==> src/design/score_gfx_pkg.sv <==
`default_nettype none

package score_gfx_pkg;

	////////////////////
	// Widths
	////////////////////

	localparam int PIXEL_W    = 11;
	localparam int POS_W      = 12;
	localparam int SCORE_W    = 4;
	localparam int NUM_SEGS   = 7;
	localparam int NUM_DIGITS = 4;

	localparam int RED_W   = 3;
	localparam int GREEN_W = 3;
	localparam int BLUE_W  = 2;

	typedef logic [PIXEL_W-1:0]  pixel_t;
	typedef logic [POS_W-1:0]    pos_t;
	typedef logic [SCORE_W-1:0]  score_t;
	typedef logic [NUM_SEGS-1:0] seg_mask_t;

	typedef logic [RED_W-1:0]   red_t;
	typedef logic [GREEN_W-1:0] green_t;
	typedef logic [BLUE_W-1:0]  blue_t;

	// One bit over the position width so boxes near an edge never wrap
	typedef logic signed [POS_W:0] coord_t;

	////////////////////
	// Geometry
	////////////////////

	localparam int DIGIT_WIDTH_HALF     = 10;
	localparam int DIGIT_THICKNESS_HALF = 2;

	localparam int DIVIDER_X     = 400;
	localparam int DIVIDER_HALF  = 1;
	localparam int DIVIDER_Y_MAX = 600;

	// Segments 0, 3 and 6 lie flat
	localparam seg_mask_t SEG_HORIZ = 7'b100_1001;

	////////////////////
	// Colours
	////////////////////

	localparam red_t   DIGIT_RED   = '1;
	localparam green_t DIGIT_GREEN = '1;
	localparam blue_t  DIGIT_BLUE  = '1;

	localparam red_t   DIVIDER_RED   = '1;
	localparam green_t DIVIDER_GREEN = '1;
	localparam blue_t  DIVIDER_BLUE  = '1;

endpackage

`default_nettype wire

==> src/design/digit_renderer.sv <==
`timescale 1ns/1ns
`default_nettype none

module digit_renderer (
	input  wire                          clk,
	input  wire                          arst_n,
	input  wire score_gfx_pkg::pixel_t   pixel_x,
	input  wire score_gfx_pkg::pixel_t   pixel_y,
	input  wire score_gfx_pkg::pos_t     digit_x,
	input  wire score_gfx_pkg::pos_t     digit_y,
	input  wire score_gfx_pkg::score_t   score,
	output logic                         digit_hit
);

	score_gfx_pkg::seg_mask_t seg_mask;
	score_gfx_pkg::seg_mask_t seg_in_box;

	score_gfx_pkg::coord_t px;
	score_gfx_pkg::coord_t py;
	score_gfx_pkg::coord_t dx;
	score_gfx_pkg::coord_t dy;
	score_gfx_pkg::coord_t w_half;
	score_gfx_pkg::coord_t t_half;

	score_gfx_pkg::coord_t seg_cx [score_gfx_pkg::NUM_SEGS];
	score_gfx_pkg::coord_t seg_cy [score_gfx_pkg::NUM_SEGS];

	logic hit_next;

	segment_decoder u_segment_decoder (
		.score    (score),
		.seg_mask (seg_mask)
	);

	// Zero extend into the signed compare width
	assign px = score_gfx_pkg::coord_t'(pixel_x);
	assign py = score_gfx_pkg::coord_t'(pixel_y);
	assign dx = score_gfx_pkg::coord_t'(digit_x);
	assign dy = score_gfx_pkg::coord_t'(digit_y);

	assign w_half = score_gfx_pkg::coord_t'(score_gfx_pkg::DIGIT_WIDTH_HALF);
	assign t_half = score_gfx_pkg::coord_t'(score_gfx_pkg::DIGIT_THICKNESS_HALF);

	////////////////////
	// Segment centres
	////////////////////

	always_comb
	begin
		// Top
		seg_cx[0] = dx;
		seg_cy[0] = dy - w_half - w_half;
		// Upper right
		seg_cx[1] = dx + w_half;
		seg_cy[1] = dy - w_half;
		// Lower right
		seg_cx[2] = dx + w_half;
		seg_cy[2] = dy + w_half;
		// Bottom
		seg_cx[3] = dx;
		seg_cy[3] = dy + w_half + w_half;
		// Lower left
		seg_cx[4] = dx - w_half;
		seg_cy[4] = dy + w_half;
		// Upper left
		seg_cx[5] = dx - w_half;
		seg_cy[5] = dy - w_half;
		// Middle
		seg_cx[6] = dx;
		seg_cy[6] = dy;
	end

	////////////////////
	// Box tests
	////////////////////

	for (genvar i = 0; i < score_gfx_pkg::NUM_SEGS; i++)
	begin : g_seg
		score_gfx_pkg::coord_t half_x;
		score_gfx_pkg::coord_t half_y;

		// Vertical segments swap length and thickness
		assign half_x = score_gfx_pkg::SEG_HORIZ[i] ? w_half : t_half;
		assign half_y = score_gfx_pkg::SEG_HORIZ[i] ? t_half : w_half;

		assign seg_in_box[i] = (px >= seg_cx[i] - half_x) &&
			(px <= seg_cx[i] + half_x) &&
			(py >= seg_cy[i] - half_y) &&
			(py <= seg_cy[i] + half_y);
	end

	assign hit_next = |(seg_in_box & seg_mask);

	always_ff @(posedge clk or negedge arst_n)
	begin
		if (!arst_n)
			digit_hit <= 1'b0;
		else
			digit_hit <= hit_next;
	end

endmodule

`default_nettype wire

==> src/design/pixel_compositor.sv <==
`timescale 1ns/1ns
`default_nettype none

module pixel_compositor (
	input  wire                                   clk,
	input  wire                                   arst_n,
	input  wire score_gfx_pkg::pixel_t            pixel_x,
	input  wire score_gfx_pkg::pixel_t            pixel_y,
	input  wire [score_gfx_pkg::NUM_DIGITS-1:0]   digit_hit,
	output score_gfx_pkg::red_t                   red,
	output score_gfx_pkg::green_t                 green,
	output score_gfx_pkg::blue_t                  blue
);

	logic divider_next;
	logic divider_q;

	// Rows start at zero so only the bottom edge needs a test
	assign divider_next =
		(pixel_x >= score_gfx_pkg::pixel_t'(score_gfx_pkg::DIVIDER_X -
			score_gfx_pkg::DIVIDER_HALF)) &&
		(pixel_x <= score_gfx_pkg::pixel_t'(score_gfx_pkg::DIVIDER_X +
			score_gfx_pkg::DIVIDER_HALF)) &&
		(pixel_y <= score_gfx_pkg::pixel_t'(score_gfx_pkg::DIVIDER_Y_MAX));

	////////////////////
	// Stage 1
	////////////////////

	always_ff @(posedge clk or negedge arst_n)
	begin
		if (!arst_n)
			divider_q <= 1'b0;
		else
			divider_q <= divider_next;
	end

	////////////////////
	// Stage 2
	////////////////////

	// Digit hits arrive registered, in step with divider_q.
	// All digits share one colour, so their order collapses to an OR
	always_ff @(posedge clk or negedge arst_n)
	begin
		if (!arst_n)
		begin
			red   <= '0;
			green <= '0;
			blue  <= '0;
		end
		else if (divider_q)
		begin
			red   <= score_gfx_pkg::DIVIDER_RED;
			green <= score_gfx_pkg::DIVIDER_GREEN;
			blue  <= score_gfx_pkg::DIVIDER_BLUE;
		end
		else if (|digit_hit)
		begin
			red   <= score_gfx_pkg::DIGIT_RED;
			green <= score_gfx_pkg::DIGIT_GREEN;
			blue  <= score_gfx_pkg::DIGIT_BLUE;
		end
		else
		begin
			red   <= '0;
			green <= '0;
			blue  <= '0;
		end
	end

endmodule

`default_nettype wire

==> src/design/score_overlay.sv <==
`timescale 1ns/1ns
`default_nettype none

module score_overlay (
	input  wire                          clk,
	input  wire                          arst_n,
	input  wire score_gfx_pkg::pixel_t   pixel_x,
	input  wire score_gfx_pkg::pixel_t   pixel_y,
	input  wire score_gfx_pkg::pos_t     p1_tens_x,
	input  wire score_gfx_pkg::pos_t     p1_tens_y,
	input  wire score_gfx_pkg::pos_t     p1_units_x,
	input  wire score_gfx_pkg::pos_t     p1_units_y,
	input  wire score_gfx_pkg::pos_t     p2_tens_x,
	input  wire score_gfx_pkg::pos_t     p2_tens_y,
	input  wire score_gfx_pkg::pos_t     p2_units_x,
	input  wire score_gfx_pkg::pos_t     p2_units_y,
	input  wire score_gfx_pkg::score_t   p1_tens,
	input  wire score_gfx_pkg::score_t   p1_units,
	input  wire score_gfx_pkg::score_t   p2_tens,
	input  wire score_gfx_pkg::score_t   p2_units,
	output score_gfx_pkg::red_t          red,
	output score_gfx_pkg::green_t        green,
	output score_gfx_pkg::blue_t         blue
);

	// Bit 0 is player 1 tens, bit 3 player 2 units
	logic [score_gfx_pkg::NUM_DIGITS-1:0] digit_hit;

	////////////////////
	// Player 1
	////////////////////

	digit_renderer u_p1_tens (
		.clk       (clk),
		.arst_n    (arst_n),
		.pixel_x   (pixel_x),
		.pixel_y   (pixel_y),
		.digit_x   (p1_tens_x),
		.digit_y   (p1_tens_y),
		.score     (p1_tens),
		.digit_hit (digit_hit[0])
	);

	digit_renderer u_p1_units (
		.clk       (clk),
		.arst_n    (arst_n),
		.pixel_x   (pixel_x),
		.pixel_y   (pixel_y),
		.digit_x   (p1_units_x),
		.digit_y   (p1_units_y),
		.score     (p1_units),
		.digit_hit (digit_hit[1])
	);

	////////////////////
	// Player 2
	////////////////////

	digit_renderer u_p2_tens (
		.clk       (clk),
		.arst_n    (arst_n),
		.pixel_x   (pixel_x),
		.pixel_y   (pixel_y),
		.digit_x   (p2_tens_x),
		.digit_y   (p2_tens_y),
		.score     (p2_tens),
		.digit_hit (digit_hit[2])
	);

	digit_renderer u_p2_units (
		.clk       (clk),
		.arst_n    (arst_n),
		.pixel_x   (pixel_x),
		.pixel_y   (pixel_y),
		.digit_x   (p2_units_x),
		.digit_y   (p2_units_y),
		.score     (p2_units),
		.digit_hit (digit_hit[3])
	);

	// Divider test and colour output
	pixel_compositor u_pixel_compositor (
		.clk       (clk),
		.arst_n    (arst_n),
		.pixel_x   (pixel_x),
		.pixel_y   (pixel_y),
		.digit_hit (digit_hit),
		.red       (red),
		.green     (green),
		.blue      (blue)
	);

endmodule

`default_nettype wire

==> src/design/segment_decoder.sv <==
`timescale 1ns/1ns
`default_nettype none

module segment_decoder (
	input  wire score_gfx_pkg::score_t     score,
	output score_gfx_pkg::seg_mask_t       seg_mask
);

	// Bit order 6..0 is middle, upper left, lower left, bottom,
	// lower right, upper right, top
	always_comb
	begin
		case (score)
			4'd0:
				seg_mask = 7'b011_1111;
			4'd1:
				seg_mask = 7'b000_0110;
			4'd2:
				seg_mask = 7'b101_1011;
			4'd3:
				seg_mask = 7'b100_1111;
			4'd4:
				seg_mask = 7'b110_0110;
			4'd5:
				seg_mask = 7'b110_1101;
			4'd6:
				seg_mask = 7'b111_1101;
			4'd7:
				seg_mask = 7'b000_0111;
			4'd8:
				seg_mask = 7'b111_1111;
			4'd9:
				seg_mask = 7'b110_1111;
			// Blank digit
			default:
				seg_mask = '0;
		endcase
	end

endmodule

`default_nettype wire

==> config.mk <==
export PLATFORM = sky130hd
export DESIGN_NAME = score_overlay
export DESIGN_NICKNAME = d
export VERILOG_FILES = /design/src/design/score_gfx_pkg.sv /design/src/design/digit_renderer.sv /design/src/design/pixel_compositor.sv /design/src/design/score_overlay.sv /design/src/design/segment_decoder.sv
export SDC_FILE = /design/constraint.sdc
export NUM_CORES = 1
export LEC_CHECK = 0
export BUFFER_PORTS_ARGS = -buffer_cell sky130_fd_sc_hd__buf_2
export CORE_UTILIZATION = 30
export CTS_CLUSTER_DIAMETER = 150
export DETAILED_ROUTE_END_ITERATION = 12
export PLACE_DENSITY = 0.54
export SLEW_MARGIN = 40
export SYNTH_ARGS = -nofsm -noshare
export SYNTH_HDL_FRONTEND = slang
export SYNTH_SLANG_ARGS = --single-unit
==> constraint.sdc <==
create_clock -name clk -period 1.76 [get_ports clk]
set_input_delay 0.528 -clock clk [delete_from_list [all_inputs] [get_ports clk]]
set_output_delay 0.528 -clock clk [all_outputs]
set_load 0.03 [all_outputs]
## After elaboration in Yosys (flattened, before gate mapping)

Memory sizes are Yosys's and may differ from the RTL's.
Cells that the tools add are included.

| word-level totals | value |
|---|---|
| logic and storage cells | 233 |
| RAM bits | 0 |
| memory bits (read-only) | 448 |
| register bits after elaboration | 10 |
| memories | 4 |
| output and inout bits | 8 |
| latch bits | 0 |

| operators by class | value |
|---|---|
| reductions and logical operators | 75 |
| shift operators | 0 |
| magnitude comparators | 67 |
| mux-type cells | 4 |
| bitwise logic cells | 4 |
| multipliers | 0 |
| equal/unequal tests | 0 |
| add/subtract/negate cells | 72 |
| divide/modulo/power cells | 0 |

Memory list:

| memory | depth | width | read ports | clocked after memory_dff | write ports | RTL line | text |
|---|---|---|---|---|---|---|---|
| (name not given) | 16 | 7 | 1 | 0 | 0 | segment_decoder.sv:13 | `case (score)` |
| (name not given) | 16 | 7 | 1 | 0 | 0 | segment_decoder.sv:13 |  |
| (name not given) | 16 | 7 | 1 | 0 | 0 | segment_decoder.sv:13 |  |
| (name not given) | 16 | 7 | 1 | 0 | 0 | segment_decoder.sv:13 |  |

Operators with widths:

| kind | number |
|---|---|
| 12-bit by 13-bit greater-or-equal comparator with 1-bit output | 32 |
| 12-bit by 13-bit <= comparator with 1-bit output | 32 |
| 13-bit by 3-bit adder with 13-bit output, second input constant | 16 |
| 13-bit by 3-bit subtractor with 13-bit output, second input constant | 16 |
| 12-bit by 4-bit adder with 13-bit output, second input constant | 8 |
| 13-bit by 5-bit adder with 13-bit output, second input constant | 8 |
| 12-bit by 4-bit subtractor with 13-bit output, second input constant | 8 |
| 13-bit by 5-bit subtractor with 13-bit output, second input constant | 8 |
| 1-bit logical AND | 70 |
| 12-bit by 2-bit adder with 13-bit output, second input constant | 4 |
| 12-bit by 2-bit subtractor with 13-bit output, second input constant | 4 |
| 7-bit bitwise AND | 4 |
| 7-bit OR reduction | 4 |
| 11-bit by 9-bit greater-or-equal comparator with 1-bit output, second input constant | 1 |
| 11-bit by 10-bit <= comparator with 1-bit output, second input constant | 1 |
| 11-bit by 9-bit <= comparator with 1-bit output, second input constant | 1 |
| 3-bit 2-to-1 mux | 2 |
| 2-bit 2-to-1 mux | 2 |
| 4-bit OR reduction | 1 |

## Logic depth before layout (Yosys ltp)

Gate-level depths: netlist (run 1).

| depth | value |
|---|---|
| word-level depth | 8 |
| mapped depth | 25 |

## By module

From an unflattened synthesis (run 1), not the netlist that was laid out.

| unflattened totals | value |
|---|---|
| cell total of the unflattened synthesis | 4,103 |
| area total of the unflattened synthesis | 30,538.0 um^2 |

Modules (own cells, without submodules):

| module | sequential area each (um^2) | area an instance (um^2) | cells each | instances |
|---|---|---|---|---|
| digit_renderer at u_p1_tens ... | 25.0 | 7,472.2 | 1,002 | 3 |
| digit_renderer at u_p1_units | 25.0 | 7,043.0 | 963 | 1 |
| segment_decoder at u_p1_tens.u_segment_decoder ... | 0.0 | 219.0 | 28 | 3 |
| pixel_compositor | 50.0 | 220.2 | 24 | 1 |
| segment_decoder at u_p2_units.u_segment_decoder | 0.0 | 201.4 | 26 | 1 |

## Worst setup path before layout (run 1)

OpenSTA, ideal clock, no wires.

| path | value |
|---|---|
| path type | input-to-reg |
| start | input p1_units_y[1] |
| end | register u_p1_units.digit_hit |
| path slack | -3.333 ns |
| stages | 24 |
| arrival | 4.954 ns |
| data required time | 1.622 ns |
| cells stage by stage | buf_2 > buf_2 > inv_1 > ha_1 > buf_2 > nor2b_1 > o21ai_0 > nand3_1 > xnor2_1 > inv_1 > or3_1 > nor4_1 > nor3b_1 > xnor2_1 > ha_1 > nand2_1 > nand2_1 > a21oi_1 > nor3_1 > o31ai_1 > o211ai_1 > a311oi_1 > a21o_1 > or4b_1 |

| between the ends | value |
|---|---|
| cells in the longest elaborated chain, start to end | 8 |
| elaborated cells between the ends (all ways) | 38 |

RTL lines:

| item | RTL line | text |
|---|---|---|
| from (decl) | score_overlay.sv:12 | `input wire score_gfx_pkg::pos_t p1_units_y,` |
| 12-bit by 4-bit subtractor with 13-bit output or 12-bit by 4-bit adder with 13-bit output (tied branches) | - |  |
| 13-bit by 5-bit subtractor with 13-bit output or 13-bit by 5-bit adder with 13-bit output (tied branches) | - |  |
| 13-bit by 3-bit subtractor with 13-bit output | digit_renderer.sv:88 | `(py >= seg_cy[i] - half_y) &&` |
| 12-bit by 13-bit greater-or-equal comparator with 1-bit output | digit_renderer.sv:88 |  |
| 1-bit logical AND | digit_renderer.sv:87 | `(px <= seg_cx[i] + half_x) &&` |
| 1-bit logical AND | digit_renderer.sv:88 |  |
| 7-bit bitwise AND * | digit_renderer.sv:92 | `assign hit_next = \|(seg_in_box & seg_mask);` |
| 7-bit OR reduction * | digit_renderer.sv:92 |  |
| net u_p1_units.hit_next | digit_renderer.sv:28 | `logic hit_next;` |
| to (signal assigned) | digit_renderer.sv:99 | `digit_hit <= hit_next;` |
| to (decl) | digit_renderer.sv:12 | `output logic digit_hit` |

Mark *: on every way through the listed nets, which the timed path passes. The rest lies on a longest branch.

## Final worst setup path (run 1)

| path | value |
|---|---|
| start | input p2_units_y[2] |
| end | register u_p2_units.digit_hit |

| between the ends | value |
|---|---|
| cells in the longest elaborated chain, start to end | 8 |
| elaborated cells between the ends (all ways) | 38 |

RTL lines:

| item | RTL line | text |
|---|---|---|
| from (decl) | score_overlay.sv:16 | `input wire score_gfx_pkg::pos_t p2_units_y,` |
| 12-bit by 4-bit subtractor with 13-bit output or 12-bit by 4-bit adder with 13-bit output (tied branches) | - |  |
| 13-bit by 5-bit subtractor with 13-bit output or 13-bit by 5-bit adder with 13-bit output (tied branches) | - |  |
| 13-bit by 3-bit subtractor with 13-bit output | digit_renderer.sv:88 |  |
| 12-bit by 13-bit greater-or-equal comparator with 1-bit output | digit_renderer.sv:88 |  |
| 1-bit logical AND | digit_renderer.sv:87 |  |
| 1-bit logical AND | digit_renderer.sv:88 |  |
| 7-bit bitwise AND * | digit_renderer.sv:92 |  |
| 7-bit OR reduction * | digit_renderer.sv:92 |  |
| net u_p2_units.hit_next | digit_renderer.sv:28 |  |
| to (signal assigned) | digit_renderer.sv:99 |  |
| to (decl) | digit_renderer.sv:12 |  |

Marks and branches as above.

==> results_dict.tcl, run 1 <==
set metrics [dict create \
    slew_headroom 0.499 \
    setup.worst_path.end_class "flip-flop" \
    clk_pin_slew_ns 0.05 \
    synth.avg_cell_area_sq_um 7.30 \
    final_hold_viol_count 0 \
    grt_pass1_vias 33100 \
    vias 33500 \
    core-area_sq_um 93500 \
    ant_nets 0 \
    crit_required_ns 1.89 \
    setup_ws_ns -2.43 \
    leakagePower_nw 19.7 \
    seq_area_sq_um 150 \
    fmax_mhz 238 \
    dp_cells 6488 \
    tns_ns -9.34 \
    ir_drop_mv 0.267 \
    dp_hpwl_um 95700 \
    overflow 0 \
    worstPathMaxFanout 10 \
    arrival_ns 4.33 \
    nNetsFinal 6046 \
    synthTopCellsByCount "ha_1 (643), xnor2_1 (385), nor2_1 (279)" \
    grt_max_degree 19 \
    clock_latency_ns 0.26 \
    worst_slew_pin_slew_ns 0.732 \
    ys_top_cells_by_area "ha_1 (28%), xnor2_1 (12%), xor2_1 (5.7%), a21oi_1 (4.0%), o21ai_0 (3.8%)" \
    finalCriticalPeriod_ns 4.19 \
    hold_path_class "input port to asynchronous set/reset pin" \
    syn2layout_area_growth_pct 48.5 \
    pwr-share-comb 0.956 \
    instances_no_fill 6523 \
    clock-sinks 6 \
    finalSetupViolations 4 \
    violations "setup timing" \
    whs_ns 0.163 \
    wire_per_inst_um 17.1 \
    p_int_mw 7.22 \
    skew_ns 0.0108 \
    dpl_cell_area_sq_um 40900 \
    slew_violations 0 \
    antenna_found_initial 9 \
    ys_ff_latch 6 \
    yosysMostFrequentCell "ha_1" \
    drv_cap 0 \
    gr-usage-all-layers 0.228 \
    ys.flop_type "dfrtp_1" \
    worst-setup-path-type "input port to flip-flop" \
    cts_buffers 3 \
    rows 112 \
    fillers 9528 \
    synth_area_sq_um 28400 \
    synthCells 3884 \
    die_area_sq_um 95700 \
    die_h_um 309 \
    drc_errors 0 \
    period_share 2.38 \
    power_switching_mw 7.22 \
    ys_types 108 \
    pre_cts_ws_ns -2.91 \
    firstDrtPassIters 5 \
    clock_power_share 0.032 \
    grt_setup_unrepaired "true" \
    synth-edff-count 0 \
    yosysWarnings 0 \
    status "complete, but fails checks" \
    die-width_um 309 \
    worstSetupStartpointType "input port" \
    initial_core_util 0.303 \
    clk_root_buffer_cell "clkbuf_16" \
    p_seq_frac 0.012 \
    power_density_nw_per_um2 343 \
    yosysTopAreaCellShare 0.284 \
    multi_input_area_sq_um 28000 \
    wl_um 111000 \
    async_reset_ff_frac 1.00 \
    htree_levels 1 \
    drive_gt1_frac 0.343 \
    drtIter0Drc 1823 \
    grt_pass1_wl_um 175000 \
    portBuffers 143 \
    utilization 0.450 \
    io_pins 144 \
    syn-num-nets 4663 \
    worst-r2r-setup-slack_ns 0.81 \
    clk_path_buf_depth 2 \
    switching_share 0.500 \
    total_power_mw 14.4 \
    fin_area_sq_um 42100 \
    yosysSeqAreaShare 0.00530 \
    gp_congestion 0.954 \
    vias_per_cell 5.14 \
    yosysTopAreaCell "ha_1" \
    cts_tree "built" \
]
layout by cell type (no fill, tap or decap), types with 14 or more instances in the layout:
cell type / netlist / layout
buf_4: 13 / 1370
ha_1: 643 / 632
xnor2_1: 385 / 357
nor2_1: 279 / 271
nand2_1: 248 / 245
a21oi_1: 229 / 219
o21ai_0: 214 / 196
xor2_1: 185 / 176
inv_1: 156 / 146
nand3_1: 137 / 135
buf_2: 36 / 133
nor3_1: 140 / 123
nand4_1: 102 / 102
a21o_1: 98 / 98
nor2b_1: 71 / 65
nand2b_1: 63 / 60
o21a_1: 52 / 51
nor4_1: 52 / 43
o211ai_1: 40 / 40
a211oi_1: 44 / 38
or3_1: 37 / 34
and3_1: 36 / 34
xnor2_2: 4 / 32
a31oi_1: 29 / 27
and4_1: 27 / 27
o21bai_1: 25 / 24
and2_1: 28 / 24
buf_12: 0 / 24
o21ai_1: 5 / 19
o31ai_1: 20 / 18
nor3b_1: 20 / 16
nor3_2: 3 / 16
o22ai_1: 16 / 15
or2_2: 15 / 14
o2111ai_1: 20 / 14
a211o_1: 15 / 14
final timing paths:
kind / startpoint / endpoint / cells after the start
setup / recovery: p2_units_y[2] / u_p2_units.digit_hit$_DFF_PN0_ / 18
hold / removal: arst_n / u_pixel_compositor.divider_q$_DFF_PN0_ / 1
setup reg to reg: u_p1_units.digit_hit$_DFF_PN0_ / u_pixel_compositor.green[1]$_DFF_PN0_ / 2
hold reg to reg: u_p2_units.digit_hit$_DFF_PN0_ / u_pixel_compositor.green[1]$_DFF_PN0_ / 2
max in group asynchronous: arst_n / u_p1_tens.digit_hit$_DFF_PN0_ / 1
min in group clk: u_p2_units.digit_hit$_DFF_PN0_ / u_pixel_compositor.green[1]$_DFF_PN0_ / 2
critical path: stages:
cell and delay (ns):
buf_2 0.13, buf_4 0.17, or2_1 0.26, buf_4 0.17, o32a_1 0.32, a211o_1 0.35
buf_4 0.18, clkinv_1 0.06, o21ai_1 0.08, or4b_4 0.52, xnor2_1 0.19, ha_1 0.28
o2111ai_1 0.10, a21oi_1 0.09, o311ai_1 0.27, a311o_1 0.25, a311oi_1 0.10, a311o_1 0.28
repair_timing:
action | 4_1_cts | 5_1_grt
setup endpoints to repair | 5 | 4
buffers inserted | 15 | 14
gates resized for setup | 102 | 86
hold endpoints to repair | 0 | 0
pin swaps | 53 | 43
hold buffers | 0 | 0
state kept, by name, indices dropped and copies added, names as in the netlist:
signal	cells
u_p1_tens.digit_hit	1
u_p1_units.digit_hit	1
u_p2_tens.digit_hit	1
u_p2_units.digit_hit	1
u_pixel_compositor.divider_q	1
u_pixel_compositor.green	1
power groups by stage:
stage / registers, mW / logic, mW / clock network (mW)
2_1_floorplan: 0.188 / 7.38 / 0
3_3_place_gp: 0.178 / 13.1 / 0
3_5_place_dp: 0.179 / 13.3 / 0
4_1_cts: 0.177 / 13.6 / 0.475
5_1_grt: 0.183 / 15.3 / 0.484
6_report: 0.177 / 13.8 / 0.460
layout make-up:
type	instances	area share
multi-input combinational	3546	0.666
timing repair buffer	1541	0.275
tap	1254	0.0373
inverter	169	0.0161
sequential	6	0.00357
clock buffer	3	0.00178
antenna	4	0.000238
cell families (layout without fill, tap and decap cells):
logic type	count (synthesis)	after routing	synth area share
and+or+nand+nor	1346	1346	0.250
AOI/OAI and AO/OA	965	965	0.226
adders and majority gates	643	643	0.284
xor gates and xnor gates	581	581	0.183
buffers and inverters	332	1713	0.0478
muxes	11	11	0.00393
DFF	6	6	0.00530
other	0	4	0
per-layer routing:
metal,wire length [um],GRT usage,vias up
met5,25,0,-
met4,3710,0.0713,4
met3,3950,0.0146,159
met2,53500,0.408,651
met1,50100,0.288,15600
li1,-,-,17200
Power figures use the tool's default switching activity.
==> run 2, diff against run 1 <==
Settings changed: PLACE_DENSITY 0.54 to 0.55, SETUP_SLACK_MARGIN from default to 0.2.
Clock period 1.76 ns to 3.7 ns, I/O delays scaled along.
==> run 2 against run 1 <==
- critical path depth rose by 3
- largest power group unchanged
- global-route usage fell by 0.33 points
- sequential share of layout area barely moved
- critical endpoint is now u_p1_units.digit_hit$_DFF_PN0_
- the flow still finishes with violations (setup timing)
==> results_dict.tcl, run 2 (same netlist as run 1, synthesis figures left out) <==
set metrics [dict create \
    status "complete, but fails checks" \
    violations "setup timing" \
    arrival_ns 4.97 \
    firstDrtPassIters 5 \
    fillers 9457 \
    clk_path_buf_depth 2 \
    worst-r2r-setup-slack_ns 2.73 \
    hold_depth 2 \
    period_share 1.31 \
    skew_ns 0.0132 \
    dp_hpwl_um 93800 \
    clock_power_share 0.033 \
    initial_core_util 0.303 \
    vias_per_cell 5.17 \
    rows 112 \
    drive_gt1_frac 0.331 \
    clock_latency_ns 0.27 \
    vias 33300 \
    drv_cap 0 \
    die_area_sq_um 95700 \
    clk_pin_slew_ns 0.06 \
    power_switching_mw 3.43 \
    overflow 0 \
    grt_pass1_vias 32700 \
    reg2reg_depth 2 \
    grt_setup_unrepaired "true" \
    regToRegEndpoint "u_pixel_compositor.green[1]$_DFF_PN0_" \
    nNetsFinal 5949 \
    worst_slew_pin_slew_ns 0.751 \
    grt_max_degree 22 \
    grt_pass1_wl_um 173000 \
    r2r_start "u_p2_tens.digit_hit$_DFF_PN0_" \
    crit_required_ns 3.84 \
    crit_chain "buf_8 > ha_4 > buf_6 > nor2b_4 > o31ai_4 > nand2_2 > xnor2_2 > inv_1 > or3_4 > nor4_4 > nor3b_2 > xnor2_1 > ha_1 > o21a_1 > nor2_1 > nor3_2 > o31ai_2 > o211ai_1 > a311oi_1 > a21o_1 > or4b_1" \
    p_int_mw 3.37 \
    worstPathMaxFanout 5 \
    switching_share 0.504 \
    hold_path_class "flip-flop to flip-flop" \
    worstSetupStartpointType "input port" \
    gr-usage-all-layers 0.224 \
    instances_no_fill 6427 \
    gp_congestion 0.941 \
    drc_errors 0 \
    portBuffers 143 \
    max_stage_delay_ns 0.46 \
    final_common_cell "buf_4" \
    slew_violations 0 \
    die_h_um 309 \
    cts_tree "built" \
    ant_nets 0 \
    final_hold_viol_count 0 \
    power_density_nw_per_um2 164 \
    hold_buffers 0 \
    core-area_sq_um 93500 \
    p_seq_frac 0.012 \
    min_to "u_pixel_compositor.green[1]$_DFF_PN0_" \
    dp_cells 6369 \
    finalSetupViolations 4 \
    total_power_mw 6.80 \
    finalCriticalPeriod_ns 4.83 \
    antenna_found_initial 10 \
    slew_headroom 0.493 \
    pwr-share-comb 0.955 \
    wl_um 110000 \
    drtIter0Drc 1725 \
    min_from "u_p2_units.digit_hit$_DFF_PN0_" \
    io_pins 144 \
    wire_per_inst_um 17.2 \
    setup_ws_ns -1.13 \
    fmax_mhz 207 \
    leakagePower_nw 19.3 \
    die-width_um 309 \
    ir_drop_mv 0.125 \
    cts_buffers 3 \
    clk_root_buffer_cell "clkbuf_16" \
    setup.worst_path.end_class "flip-flop" \
    pre_cts_ws_ns -1.79 \
    syn2layout_area_growth_pct 46.5 \
    mostFrequentLayoutCells "buf_4 (1263), ha_1 (632), xnor2_1 (350)" \
    htree_levels 1 \
    clock-sinks 6 \
    worst-setup-path-type "input port to flip-flop" \
    critPathSlowestCell "or4b_1" \
]
## run 2: changes by cell type in the layout (fill, tap and decap cells not counted), sizes merged
cell      previous run  this run
inv                162       163
clkbuf               5         7
diode                4         5
bufbuf               0         1
clkinvlp             1         2
buf               1539      1439
clkinv               6         4
## run 2: area by class of cell
cell class,count,area [sq um],area share
antenna,5,12.5,0.000301
multi-input combinational,3546,28100,0.676
clock buffer,3,75.1,0.00181
sequential,6,150,0.00362
inverter,169,664,0.0160
timing repair buffer,1444,11000,0.264
tap,1254,1570,0.0378
## run 2: worst max-delay path, delay by kind of cell
kind | cells | cell delay (ns)
buffers and inverters | 3 | 0.31
xor gates and xnor gates | 2 | 0.31
AOI/OAI and AO/OA | 6 | 0.97
adders and majority gates | 2 | 0.51
and+or+nand+nor | 8 | 1.76
## run 2: how the worst max path moves through the flow
stage	startpoint	end	slack, ns	cells past startpoint
after global placement	p2_tens_y[2]	u_p2_tens.digit_hit$_DFF_PN0_	-1.76	21
after CTS	p1_units_y[1]	u_p1_units.digit_hit$_DFF_PN0_	-1.08	23
after detailed placement	p2_tens_y[2]	u_p2_tens.digit_hit$_DFF_PN0_	-1.79	21
after floorplan	p1_units_y[1]	u_p1_units.digit_hit$_DFF_PN0_	-1.42	23
after global routing	p2_units_y[1]	u_p2_units.digit_hit$_DFF_PN0_	-1.35	22
final	p1_units_y[1]	u_p1_units.digit_hit$_DFF_PN0_	-1.13	21
## run 2: power groups by stage
stage | clock network (mW) | registers [mW] | logic (mW)
2_1_floorplan | 0 | 0.0892 | 3.51
3_3_place_gp | 0 | 0.0846 | 6.14
3_5_place_dp | 0 | 0.0851 | 6.21
4_1_cts | 0.228 | 0.0840 | 6.37
5_1_grt | 0.229 | 0.0864 | 7.18
6_report | 0.224 | 0.0838 | 6.49
## run 2: repair_timing
action	in CTS	in global routing
resized for setup	100	95
setup endpoints to repair	4	4
buffers inserted	34	15
pin swaps	58	76
gates cloned	1	0
## run 2: routing by layer
layer	GRT usage	up-vias	part of all wire	wire [um]
met3	0.0129	138	0.033	3680
li1	-	16900	-	-
met2	0.415	586	0.50	54900
met4	0.0427	10	0.021	2290
met5	0	-	0.00063	70
met1	0.284	15600	0.45	49500
## run 2: metrics by stage
step            util  hold slack [ns]  instance area (sq um)  setup TNS (ns)
6_report       0.444            0.542                  41500           -4.15
5_1_grt        0.444            0.565                  41500           -4.99
4_1_cts        0.438            0.534                  40900           -4.00
3_5_place_dp   0.429            0.524                  40100           -6.23
3_3_place_gp   0.429            0.528                  40100           -6.03
2_1_floorplan      -            0.405                  29000           -4.45
